--- config.mk ---
export PLATFORM = sky130hd
export DESIGN_NAME = helix_periph_top
export DESIGN_NICKNAME = d
export VERILOG_FILES = /design/src/common/soc_map_pkg.sv /design/src/common/bus_pkg.sv /design/src/common/wb_if.sv /design/src/verilog/helix_periph_top.sv /design/src/uart/uart_tx.sv /design/src/verilog/scratch_ram.sv /design/src/verilog/boot_rom.sv /design/src/interconnect/wb_decoder.sv /design/src/interconnect/wb_arbiter.sv
export SDC_FILE = /design/constraint.sdc
export NUM_CORES = 2
export LEC_CHECK = 0
export BUFFER_PORTS_ARGS = -buffer_cell sky130_fd_sc_hd__buf_2
export CORE_ASPECT_RATIO = 0.6
export CORE_MARGIN = 5
export CORE_UTILIZATION = 30
export DETAILED_ROUTE_END_ITERATION = 12
export SLEW_MARGIN = 25
export SYNTH_ARGS = -nofsm -noshare
export SYNTH_HDL_FRONTEND = slang
export SYNTH_HIERARCHICAL = 1
export SYNTH_SLANG_ARGS = --single-unit
--- constraint.sdc ---
create_clock -name clk_i -period 14.1 [get_ports clk_i]
set_input_delay 2.82 -clock clk_i [delete_from_list [all_inputs] [get_ports clk_i]]
set_output_delay 2.82 -clock clk_i [all_outputs]
set_load 0.01 [all_outputs]
--- src/verilog/boot_rom.hex ---
// One 32-bit word per line in hex, word index 0 to 15 from the top
00000013
deadbeef
01234567
89abcdef
a5a5a5a5
5a5a5a5a
0f0f0f0f
f0f0f0f0
13579bdf
2468ace0
c001d00d
7e57c0de
00ff00ff
ff00ff00
feedface
12345678

--- src/common/soc_map_pkg.sv ---
`default_nettype none

package soc_map_pkg;

  // Region codes in address bits 31..28
  localparam logic [3:0] REGION_ROM  = 4'd0;
  localparam logic [3:0] REGION_RAM  = 4'd1;
  localparam logic [3:0] REGION_UART = 4'd2;

  // Memory depths in words
  localparam int ROM_WORDS = 16;
  localparam int RAM_WORDS = 64;

  // Word index widths, upper offset bits alias
  localparam int ROM_IDX_W = 4;
  localparam int RAM_IDX_W = 6;

  // UART register word offsets
  localparam int UART_DATA_OFS   = 0;
  localparam int UART_STATUS_OFS = 1;

  // Serial timing, 8N1 frame
  localparam int CLKS_PER_BIT    = 8;
  localparam int UART_FRAME_BITS = 10;
  localparam int UART_CNT_W      = $clog2(CLKS_PER_BIT);
  localparam int UART_BIT_W      = $clog2(UART_FRAME_BITS);

  // Boot image, path from the run directory
  localparam string ROM_FILE = "/design/src/verilog/boot_rom.hex";

endpackage

`default_nettype wire

--- src/common/bus_pkg.sv ---
`default_nettype none

package bus_pkg;

  // Bus widths
  localparam int ADDR_W = 32;
  localparam int DATA_W = 32;
  localparam int SEL_W  = DATA_W / 8;

  // One select bit per byte lane
  typedef logic [SEL_W-1:0] bus_sel_t;

  // Split view of a byte address
  typedef struct packed {
    logic [3:0]  region;
    logic [25:0] offset;
    logic [1:0]  lane;
  } bus_addr_split_t;

  // Same word seen flat or split
  // Decoder looks at region, targets at offset
  typedef union packed {
    logic [ADDR_W-1:0] flat;
    bus_addr_split_t   split;
  } bus_addr_u;

endpackage

`default_nettype wire
--- src/common/wb_if.sv ---
`timescale 1ns/1ps
`default_nettype none

interface wb_if
  import bus_pkg::*;
();

  // Request, driven by the host
  logic              cyc;
  logic              stb;
  logic              we;
  bus_addr_u         adr;
  logic [DATA_W-1:0] dat_w;
  bus_sel_t          sel;

  // Response, driven by the target
  // ack and err never high together
  logic [DATA_W-1:0] dat_r;
  logic              ack;
  logic              err;

  modport host (
    output cyc, stb, we, adr, dat_w, sel,
    input  dat_r, ack, err
  );

  modport target (
    input  cyc, stb, we, adr, dat_w, sel,
    output dat_r, ack, err
  );

endinterface

`default_nettype wire

--- src/verilog/helix_periph_top.sv ---
`timescale 1ns/1ps
`default_nettype none

module helix_periph_top
  import bus_pkg::*;
(
  input wire                clk_i,
  input wire                rst_n_i,

  // Host 0, core data side
  input wire                host0_cyc_i,
  input wire                host0_stb_i,
  input wire                host0_we_i,
  input wire bus_addr_u     host0_adr_i,
  input wire [DATA_W-1:0]   host0_dat_i,
  input wire [SEL_W-1:0]    host0_sel_i,
  output logic [DATA_W-1:0] host0_dat_o,
  output logic              host0_ack_o,
  output logic              host0_err_o,

  // Host 1, external host
  input wire                host1_cyc_i,
  input wire                host1_stb_i,
  input wire                host1_we_i,
  input wire bus_addr_u     host1_adr_i,
  input wire [DATA_W-1:0]   host1_dat_i,
  input wire [SEL_W-1:0]    host1_sel_i,
  output logic [DATA_W-1:0] host1_dat_o,
  output logic              host1_ack_o,
  output logic              host1_err_o,

  // Serial line
  output logic              uart_tx_o
);

  wb_if host0_bus ();
  wb_if host1_bus ();
  wb_if shared_bus ();
  wb_if rom_bus ();
  wb_if ram_bus ();
  wb_if uart_bus ();

  //////////////////////////////////////////////////
  // Host ports onto the bus
  //////////////////////////////////////////////////

  assign host0_bus.cyc   = host0_cyc_i;
  assign host0_bus.stb   = host0_stb_i;
  assign host0_bus.we    = host0_we_i;
  assign host0_bus.adr   = host0_adr_i;
  assign host0_bus.dat_w = host0_dat_i;
  assign host0_bus.sel   = host0_sel_i;
  assign host0_dat_o     = host0_bus.dat_r;
  assign host0_ack_o     = host0_bus.ack;
  assign host0_err_o     = host0_bus.err;

  assign host1_bus.cyc   = host1_cyc_i;
  assign host1_bus.stb   = host1_stb_i;
  assign host1_bus.we    = host1_we_i;
  assign host1_bus.adr   = host1_adr_i;
  assign host1_bus.dat_w = host1_dat_i;
  assign host1_bus.sel   = host1_sel_i;
  assign host1_dat_o     = host1_bus.dat_r;
  assign host1_ack_o     = host1_bus.ack;
  assign host1_err_o     = host1_bus.err;

  //////////////////////////////////////////////////
  // Interconnect
  //////////////////////////////////////////////////

  wb_arbiter u_wb_arbiter (
    .clk_i      (clk_i),
    .rst_n_i    (rst_n_i),
    .host0_bus  (host0_bus),
    .host1_bus  (host1_bus),
    .shared_bus (shared_bus)
  );

  wb_decoder u_wb_decoder (
    .clk_i      (clk_i),
    .rst_n_i    (rst_n_i),
    .shared_bus (shared_bus),
    .rom_bus    (rom_bus),
    .ram_bus    (ram_bus),
    .uart_bus   (uart_bus)
  );

  //////////////////////////////////////////////////
  // Targets
  //////////////////////////////////////////////////

  boot_rom u_boot_rom (
    .clk_i   (clk_i),
    .rst_n_i (rst_n_i),
    .rom_bus (rom_bus)
  );

  scratch_ram u_scratch_ram (
    .clk_i   (clk_i),
    .rst_n_i (rst_n_i),
    .ram_bus (ram_bus)
  );

  uart_tx u_uart_tx (
    .clk_i    (clk_i),
    .rst_n_i  (rst_n_i),
    .uart_bus (uart_bus),
    .tx_o     (uart_tx_o)
  );

endmodule

`default_nettype wire

--- src/uart/uart_tx.sv ---
`timescale 1ns/1ps
`default_nettype none

module uart_tx
  import bus_pkg::*;
  import soc_map_pkg::*;
(
  input wire   clk_i,
  input wire   rst_n_i,
  wb_if.target uart_bus,
  output logic tx_o
);

  logic                       req;
  logic                       reg_is_data;
  logic                       reg_is_status;
  logic                       data_wr;
  logic                       accept;
  logic                       bit_end;
  logic                       busy_q;
  logic [7:0]                 data_q;
  logic [UART_FRAME_BITS-1:0] shift_q;
  logic [UART_CNT_W-1:0]      clk_cnt_q;
  logic [UART_BIT_W-1:0]      bit_cnt_q;

  //////////////////////////////////////////////////
  // Register access
  //////////////////////////////////////////////////

  assign req           = uart_bus.cyc & uart_bus.stb & ~uart_bus.ack;
  // Low offset bit picks the register
  assign reg_is_data   = uart_bus.adr.split.offset[0] == 1'(UART_DATA_OFS);
  assign reg_is_status = uart_bus.adr.split.offset[0] == 1'(UART_STATUS_OFS);
  assign data_wr       = uart_bus.we & reg_is_data;
  // Data write stalls while a frame is on the line
  assign accept        = req & ~(data_wr & busy_q);

  always_ff @(posedge clk_i) begin
    if (!rst_n_i) begin
      uart_bus.ack <= 1'b0;
      data_q       <= 8'h00;
    end else begin
      uart_bus.ack <= accept;
      if (accept && data_wr) begin
        data_q <= uart_bus.dat_w[7:0];
      end
    end
  end

  // Read data, busy flag in bit 0 of status
  always_ff @(posedge clk_i) begin
    if (accept) begin
      if (reg_is_status) begin
        uart_bus.dat_r <= {{(DATA_W-1){1'b0}}, busy_q};
      end else begin
        uart_bus.dat_r <= {{(DATA_W-8){1'b0}}, data_q};
      end
    end
  end

  assign uart_bus.err = 1'b0;

  //////////////////////////////////////////////////
  // Serializer
  //////////////////////////////////////////////////

  // Last clock of the current bit
  assign bit_end = clk_cnt_q == UART_CNT_W'(CLKS_PER_BIT - 1);

  always_ff @(posedge clk_i) begin
    if (!rst_n_i) begin
      busy_q    <= 1'b0;
      shift_q   <= '1;
      clk_cnt_q <= '0;
      bit_cnt_q <= '0;
    end else if (accept && data_wr) begin
      // Stop, data LSB first, start
      busy_q    <= 1'b1;
      shift_q   <= {1'b1, uart_bus.dat_w[7:0], 1'b0};
      clk_cnt_q <= '0;
      bit_cnt_q <= '0;
    end else if (busy_q) begin
      if (bit_end) begin
        clk_cnt_q <= '0;
        // Ones fill in behind, line idles high
        shift_q   <= {1'b1, shift_q[UART_FRAME_BITS-1:1]};
        bit_cnt_q <= bit_cnt_q + 1'b1;
        if (bit_cnt_q == UART_BIT_W'(UART_FRAME_BITS - 1)) begin
          busy_q <= 1'b0;
        end
      end else begin
        clk_cnt_q <= clk_cnt_q + 1'b1;
      end
    end
  end

  assign tx_o = shift_q[0];

endmodule

`default_nettype wire

--- src/verilog/scratch_ram.sv ---
`timescale 1ns/1ps
`default_nettype none

module scratch_ram
  import bus_pkg::*;
  import soc_map_pkg::*;
(
  input wire   clk_i,
  input wire   rst_n_i,
  wb_if.target ram_bus
);

  logic [DATA_W-1:0]    ram_mem [RAM_WORDS];
  logic [RAM_IDX_W-1:0] idx;
  logic                 req;

  // Offset wraps at RAM depth
  assign idx = ram_bus.adr.split.offset[RAM_IDX_W-1:0];
  assign req = ram_bus.cyc & ram_bus.stb & ~ram_bus.ack;

  // Registered ack, one cycle after stb
  always_ff @(posedge clk_i) begin
    if (!rst_n_i) begin
      ram_bus.ack <= 1'b0;
    end else begin
      ram_bus.ack <= req;
    end
  end

  // Byte lane writes
  // Read returns the word before the write
  always_ff @(posedge clk_i) begin
    if (req) begin
      if (ram_bus.we) begin
        for (int b = 0; b < SEL_W; b++) begin
          if (ram_bus.sel[b]) begin
            ram_mem[idx][8*b +: 8] <= ram_bus.dat_w[8*b +: 8];
          end
        end
      end
      ram_bus.dat_r <= ram_mem[idx];
    end
  end

  assign ram_bus.err = 1'b0;

endmodule

`default_nettype wire

--- src/verilog/boot_rom.sv ---
`timescale 1ns/1ps
`default_nettype none

module boot_rom
  import bus_pkg::*;
  import soc_map_pkg::*;
(
  input wire   clk_i,
  input wire   rst_n_i,
  wb_if.target rom_bus
);

  logic [DATA_W-1:0]    rom_mem [ROM_WORDS];
  logic [ROM_IDX_W-1:0] idx;
  logic                 req;

  // Image loaded at elaboration
  initial begin
    $readmemh(ROM_FILE, rom_mem);
  end

  // Offset wraps at ROM depth
  assign idx = rom_bus.adr.split.offset[ROM_IDX_W-1:0];
  // New request, not the ack cycle
  assign req = rom_bus.cyc & rom_bus.stb & ~rom_bus.ack;

  always_ff @(posedge clk_i) begin
    if (!rst_n_i) begin
      rom_bus.ack <= 1'b0;
    end else begin
      rom_bus.ack <= req;
    end
  end

  always_ff @(posedge clk_i) begin
    if (req) begin
      rom_bus.dat_r <= rom_mem[idx];
    end
  end

  // Decoder filters writes
  assign rom_bus.err = 1'b0;

endmodule

`default_nettype wire

--- src/interconnect/wb_decoder.sv ---
`timescale 1ns/1ps
`default_nettype none

module wb_decoder
  import soc_map_pkg::*;
(
  input wire   clk_i,
  input wire   rst_n_i,
  wb_if.target shared_bus,
  wb_if.host   rom_bus,
  wb_if.host   ram_bus,
  wb_if.host   uart_bus
);

  logic [3:0] region;
  logic       rom_sel;
  logic       ram_sel;
  logic       uart_sel;
  logic       bad_req;
  logic       err_q;

  // Target select from the region field
  // ROM writes select nothing
  assign region   = shared_bus.adr.split.region;
  assign rom_sel  = (region == REGION_ROM) & ~shared_bus.we;
  assign ram_sel  = (region == REGION_RAM);
  assign uart_sel = (region == REGION_UART);
  assign bad_req  = ~(rom_sel | ram_sel | uart_sel);

  // Error response, one cycle after stb
  always_ff @(posedge clk_i) begin
    if (!rst_n_i) begin
      err_q <= 1'b0;
    end else begin
      err_q <= shared_bus.cyc & shared_bus.stb & bad_req & ~err_q;
    end
  end

  // Only the selected target sees the cycle
  assign rom_bus.cyc  = shared_bus.cyc & rom_sel;
  assign rom_bus.stb  = shared_bus.stb & rom_sel;
  assign ram_bus.cyc  = shared_bus.cyc & ram_sel;
  assign ram_bus.stb  = shared_bus.stb & ram_sel;
  assign uart_bus.cyc = shared_bus.cyc & uart_sel;
  assign uart_bus.stb = shared_bus.stb & uart_sel;

  // Payload fields fan out unchanged
  assign rom_bus.we     = shared_bus.we;
  assign rom_bus.adr    = shared_bus.adr;
  assign rom_bus.dat_w  = shared_bus.dat_w;
  assign rom_bus.sel    = shared_bus.sel;
  assign ram_bus.we     = shared_bus.we;
  assign ram_bus.adr    = shared_bus.adr;
  assign ram_bus.dat_w  = shared_bus.dat_w;
  assign ram_bus.sel    = shared_bus.sel;
  assign uart_bus.we    = shared_bus.we;
  assign uart_bus.adr   = shared_bus.adr;
  assign uart_bus.dat_w = shared_bus.dat_w;
  assign uart_bus.sel   = shared_bus.sel;

  // Response mux, address is held until the response
  assign shared_bus.ack = (rom_sel & rom_bus.ack) | (ram_sel & ram_bus.ack)
                        | (uart_sel & uart_bus.ack);
  assign shared_bus.err = err_q | (rom_sel & rom_bus.err) | (ram_sel & ram_bus.err)
                        | (uart_sel & uart_bus.err);
  assign shared_bus.dat_r = ram_sel  ? ram_bus.dat_r :
                            uart_sel ? uart_bus.dat_r : rom_bus.dat_r;

endmodule

`default_nettype wire

--- src/interconnect/wb_arbiter.sv ---
`timescale 1ns/1ps
`default_nettype none

module wb_arbiter (
  input wire   clk_i,
  input wire   rst_n_i,
  wb_if.target host0_bus,
  wb_if.target host1_bus,
  wb_if.host   shared_bus
);

  logic grant_valid_q;
  logic grant_id_q;
  logic last_win_q;
  logic req0;
  logic req1;
  logic pick_id;
  logic granted_cyc;

  // Raw requests from both hosts
  assign req0 = host0_bus.cyc & host0_bus.stb;
  assign req1 = host1_bus.cyc & host1_bus.stb;

  // Contested request goes to the loser of the last contest
  always_comb begin
    if (req0 && req1) begin
      pick_id = ~last_win_q;
    end else begin
      pick_id = req1;
    end
  end

  // Owner still holding its cycle
  assign granted_cyc = grant_id_q ? host1_bus.cyc : host0_bus.cyc;

  //////////////////////////////////////////////////
  // Grant register
  //////////////////////////////////////////////////

  always_ff @(posedge clk_i) begin
    if (!rst_n_i) begin
      grant_valid_q <= 1'b0;
      grant_id_q    <= 1'b0;
      // Host 0 preferred out of reset
      last_win_q    <= 1'b1;
    end else if (!grant_valid_q) begin
      if (req0 || req1) begin
        grant_valid_q <= 1'b1;
        grant_id_q    <= pick_id;
      end
      if (req0 && req1) begin
        last_win_q <= pick_id;
      end
    end else if (shared_bus.ack || shared_bus.err || !granted_cyc) begin
      // Free the bus the cycle after the response
      grant_valid_q <= 1'b0;
    end
  end

  //////////////////////////////////////////////////
  // Request forwarding
  //////////////////////////////////////////////////

  assign shared_bus.cyc   = grant_valid_q & granted_cyc;
  assign shared_bus.stb   = grant_valid_q & (grant_id_q ? host1_bus.stb : host0_bus.stb);
  assign shared_bus.we    = grant_id_q ? host1_bus.we    : host0_bus.we;
  assign shared_bus.adr   = grant_id_q ? host1_bus.adr   : host0_bus.adr;
  assign shared_bus.dat_w = grant_id_q ? host1_bus.dat_w : host0_bus.dat_w;
  assign shared_bus.sel   = grant_id_q ? host1_bus.sel   : host0_bus.sel;

  // Responses only reach the owner
  assign host0_bus.ack   = grant_valid_q & ~grant_id_q & shared_bus.ack;
  assign host0_bus.err   = grant_valid_q & ~grant_id_q & shared_bus.err;
  assign host0_bus.dat_r = (grant_valid_q && !grant_id_q) ? shared_bus.dat_r : '0;
  assign host1_bus.ack   = grant_valid_q & grant_id_q & shared_bus.ack;
  assign host1_bus.err   = grant_valid_q & grant_id_q & shared_bus.err;
  assign host1_bus.dat_r = (grant_valid_q && grant_id_q) ? shared_bus.dat_r : '0;

endmodule

`default_nettype wire

=== After elaboration in Yosys (flattened, before gate mapping) ===
Memory sizes are Yosys's and may differ from the RTL's. A register that Yosys moved wholly into a read port is not among the register bits.
Cells that the tools add are included.

* Memories: 1
* Register bits after elaboration: 96
* Memory bits (writable): 2048
* Input bits: 144
* Output and inout bits: 69
* Word-level logic and storage cells: 126

* Add/sub/neg operators: 2
* Reduce and logical (&&, ||, !) cells: 17
* Mux-type cells: 39
* Equal/unequal tests: 4
* Bitwise gates (word level): 48

{| class="wikitable"
|+ Memories
! name !! depth !! bits a word !! read ports !! clocked after Yosys merged registers in !! write ports !! line !! RTL
|-
| u_scratch_ram.ram_mem || 64 || 32 || 1 || 1 || 1 || scratch_ram.sv:13 || <nowiki>logic [DATA_W-1:0] ram_mem [RAM_WORDS];</nowiki>
|}

{| class="wikitable"
|+ Operators by type and width
! operator !! count
|-
| 32-bit two-way mux || 6
|-
| 1-bit bitwise AND || 32
|-
| 1-bit two-way mux || 28
|-
| 9-bit two-way mux || 3
|-
| 1-bit inverter || 12
|-
| 2-bit AND reduction || 4
|-
| 4-bit by 1-bit adder with 4-bit output (second input constant) || 1
|-
| 4-bit by 1-bit equality test with 1-bit output (second input constant) || 1
|-
| 4-bit by 2-bit equality test with 1-bit output (second input constant) || 1
|-
| 4-bit equality test (second input constant) || 1
|-
| 1-bit logical AND || 4
|-
| 4-bit zero test || 1
|-
| 4-bit two-way mux || 1
|-
| 1-bit bitwise OR || 4
|-
| 2-bit nonzero test || 2
|-
| 3-bit by 1-bit adder with 3-bit output (second input constant) || 1
|-
| 3-bit equality test (second input constant) || 1
|-
| 1-bit logical OR || 3
|-
| 3-bit two-way mux || 1
|-
| 1-bit zero test || 2
|-
| 2-bit OR reduction || 1
|}

=== Longest topological paths before layout ===
* Word-level depth: 10
* Mapped depth: 14
* Mapped depth without buffers: 8

=== Modules after synthesis ===
The synthesis kept the hierarchy.

{| class="wikitable"
|+ By module, submodules not included
! module !! seq. area each (um^2) !! instances !! area an instance (um^2) !! cells an instance
|-
| scratch_ram || 62479.9 || 1 || 79907.9 || 4658
|-
| wb_decoder || 20.0 || 1 || 2454.9 || 331
|-
| uart_tx || 760.7 || 1 || 1813.0 || 183
|-
| wb_arbiter || 60.1 || 1 || 1554.0 || 177
|-
| boot_rom || 20.0 || 1 || 281.5 || 36
|}

=== Worst setup path after synthesis ===
No wires, ideal clock.

* Path kind: input -> output
* Start: in host1_adr_i[31] (netlist name)
* End: out host1_dat_o[10]
* Arrival time: 4.214 ns
* Setup slack: 7.066 ns
* Required time: 11.280 ns
* Path buffers: 2
* Stages: 7
* Cells stage by stage: mux2_2 -> nor4b_4 -> buf_4 -> buf_2 -> nand2_1 -> o21ai_1 -> and3_1

* Word-level cells in the longest chain between the ends: 5
* Elaborated cells on any way between the ends: 6
* Those cells by class: eq/ne (2); mux (4)

{| class="wikitable"
|+ Ends and longest elaborated chain
! item !! line !! RTL
|-
| start, declared || helix_periph_top.sv:25 || <nowiki>input wire bus_addr_u host1_adr_i,</nowiki>
|-
| 32-bit two-way mux (*) || wb_arbiter.sv:67 || <nowiki>assign shared_bus.adr = grant_id_q ? host1_bus.adr : host0_bus.adr;</nowiki>
|-
| 4-bit by 2-bit equality test with 1-bit output || wb_decoder.sv:27 || <nowiki>assign uart_sel = (region == REGION_UART);</nowiki>
|-
| 32-bit two-way mux || wb_decoder.sv:67 || <nowiki>uart_sel ? uart_bus.dat_r : rom_bus.dat_r;</nowiki>
|-
| 32-bit two-way mux (*) || wb_decoder.sv:66 || <nowiki>assign shared_bus.dat_r = ram_sel ? ram_bus.dat_r :</nowiki>
|-
| named net shared_bus.dat_r[10] || wb_if.sv:18 || <nowiki>logic [DATA_W-1:0] dat_r;</nowiki>
|-
| 32-bit two-way mux (*) || wb_arbiter.sv:77 || <nowiki>assign host1_bus.dat_r = (grant_valid_q && grant_id_q) ? shared_bus.dat_r : '0;</nowiki>
|-
| end, declared || helix_periph_top.sv:28 || <nowiki>output logic [DATA_W-1:0] host1_dat_o,</nowiki>
|}

Mark *: on every way through the listed nets, which the timed path passes. The rest lies on a longest branch.

==> results.txt <==
----------------------------------------------------
[Global route]
  Largest net degree at the start of global routing ... 119
  Grt ovf ... 0
  First-pass GRT wire length ... 380,100 um
  Vias in the first global route ... 47.91k
  GRT Total Usage ... 0.1802
  Antenna violations before repair ... 17

[Detailed routing]
  Total detailed-routing wirelength ... 275,700 um
  Via count ... 52.29k
  Number of detailed-routing iterations run before antenna repair ... 8
  Vias per cell ... 5.751
  DRT iter0 DRCs ... 8,988
  DRC violation count after routing ... 0
  Post-DRT Antenna Nets ... 0
  Mean routed wirelength per cell ... 30.32 um

[Timing]
  Highest attainable clock frequency ... 0.1272 GHz
  Final setup vio count ... 0
  Final-report max-slew violation count ... 0
  Total Neg Setup Slack ... 0 ns
  Hold violation total from the final report ... 0
  Clock Skews ... 0.06979 ns
  Unrepaired setup endpoints after global routing ... false
  Share of the clock period used by the worst path ... 0.5575
  Measured slew at the worst slew-check pin ... 1.255 ns
  Worst rel slew slack ... 0.1612
  Post-layout min period ... 7.860 ns

[Clock network]
  Post-cts sizing count ... 0
  H-tree lvl count ... 4
  Buffer count from post-CTS setup fixing ... 0
  Hold buffer count at cts ... 0
  Number of buffers inserted during clock tree synthesis ... 181
  CTS max path bufs ... 4
  Clk pin slew, worst setup/hold paths ... 0.06 ns
  Clock latency on the worst-skew pair ... 0.87 ns
  TritonCTS sink count ... 2,120
  Clock root buffer ... clkbuf_16
  CTS tree ... done

[Setup path]
  Data arrival, critical path ... 5.04 ns
  Startpoint type of the worst setup path ... primary input
  Most common cell on crit path ... buf_2
  Worst Path Class, Setup ... primary input to primary output
  Critical register-to-register path startpoint ... u_wb_arbiter/grant_id_q
  Register-to-Register Path Depth ... 8
  Biggest cell delay along the critical path ... 0.54 ns
  Crit end category ... primary output
  Crit path cell chain ... buf_2 -> mux2_2 -> nor4b_4 -> buf_4 -> mux2i_1 -> o21ai_1 -> and3_1 -> buf_2
  Reg2Reg Setup Slack ... 7.04 ns
  Slowest stage cell on the critical path ... buf_4
  Required time at the worst-slack endpoint ... 11.28 ns
  Largest fanout of any net on the critical path ... 37
  Reg-to-reg endpoint ... u_scratch_ram/ram_mem[63][0]

[Placed design]
  Number of buffers inserted by port buffering ... 168
  HPWL after detailed placement ... 173,500 um
  Routability Congestion ... 0.8722
  Cells after DPL ... 8,763

[Worst hold path]
  Hold Path Origin ... u_uart_tx/data_q[7]
  Kind of path behind the tightest hold check ... register to register
  Worst hold stages ... 2
  End point of the most critical hold path ... u_uart_tx/data_q[7]

[Floorplan]
  Die area ... 293,100 um2
  Starting density of the core ... 0.3005
  Vertical die dimension ... 421.3 um
  Io pins ... 213
  Die W ... 695.6 um
  Cell row count ... 151
  Placeable Area ... 281,500 um2

[Yosys]
  Average size of a mapped cell ... 16.24 um2
  Syn Inst Count ... 5,208
  Syn Std Cell Area ... 84,600 um2
  Syn. warnings ... 6

[Run]
  MaxCap Viol Count ... 0

[Finish]
  Final instance count without filler cells ... 9,093
  Ratio of cells with drive above 1 in the final layout ... 0.1634
  Nets@finish ... 5,347
  Signed area change from the synthesized netlist to the final layout ... 11.38%

[Outcome]
  Outcome ... finished, final reports clean

[Power]
  Worst ir drop on vdd ... 0.1128 mV
  Leakage power total ... 28.67 nW
  Power density over cell area ... 137.9 nW/um2

----------------------------------------------------
==> layer usage <==
metal	track usage	up-vias	routed length, um	part of all wire
li1	-	20910	-	-
met1	0.2741	26890	116200	0.42
met2	0.2224	4029	103400	0.37
met3	0.08520	451	47530	0.17
met4	0.04537	18	7602	0.028
met5	0.02069	-	1074	0.0039
==> cells in the final DEF (no fill, tap or decap), drive strengths merged, types with 136 or more instances in the layout <==
| master | count |
|---|---|
| o22ai | 204 |
| o21ai | 136 |
| a22oi | 426 |
| a221oi | 227 |
| a21oi | 189 |
| nand2 | 143 |
| mux2 | 207 |
| buf | 279 |
| edfxtp | 2088 |
| nor2 | 362 |
| clkbuf | 228 |
==> state kept, by name, summed over array words and instances (netlist names), 3 cells and up <==
name	cells
u_scratch_ram/ram_mem	2048
u_scratch_ram/ram_bus.dat_r	32
u_uart_tx/shift_q	9
u_uart_tx/data_q	8
u_uart_tx/uart_bus.dat_r	8
u_uart_tx/bit_cnt_q	4
u_uart_tx/clk_cnt_q	3
==> critical path: cells and delay by family <==
kind            cells  cell delay [ns]
mux                 2             0.48
simple gates        2             0.50
compound gates      1             0.46
buf+inv             3             0.77
==> worst max-delay path by stage <==
stage / from / endpoint / slack (ns) / cells past startpoint
3_3_place_gp: host1_adr_i[4] / u_scratch_ram/ram_mem[15][19] / 5.78 / 8
3_5_place_dp: host1_adr_i[4] / u_scratch_ram/ram_mem[15][19] / 5.79 / 8
2_1_floorplan: host1_adr_i[31] / host1_dat_o[10] / 7.09 / 7
5_1_grt: host1_adr_i[31] / host1_dat_o[6] / 6.15 / 8
4_1_cts: host1_adr_i[31] / host1_dat_o[6] / 6.26 / 8
6_report: host1_adr_i[31] / host1_dat_o[6] / 6.24 / 8
==> layout make-up <==
class	instances	area [um2]
fill	26760	187300
sequential	2120	63350
multi-input combinational	2613	19050
clock buffer	228	4770
tap	3748	4690
timing repair buffer	279	1718
clock inverter	91	616.8
antenna	10	25.02
inverter	4	20.02
==> report_power, final <==
group	switching, mW	leakage, nW	internal [mW]
Sequential	0.00437	19.0	6.98
Clock	2.27	2.63	2.52
Combinational	0.900	7.04	0.311
Total	3.17	28.7	9.82
==> through the flow <==
step / hold slack, ns / power [mW] / setup WS [ns] / utilization / instance area [um2]
floorplan: 0.4375 / 7.799 / 7.090 / - / 84810
global placement: 0.4475 / 8.268 / 5.784 / 0.3149 / 88650
detailed placement: 0.4728 / 8.288 / 5.788 / 0.3153 / 88750
CTS: 0.4820 / 12.98 / 6.263 / 0.3344 / 94130
global route: 0.5150 / 13.33 / 6.154 / 0.3347 / 94210
finish: 0.4814 / 12.99 / 6.240 / 0.3347 / 94230
Note: power is estimated with default switching activity, not from simulation.
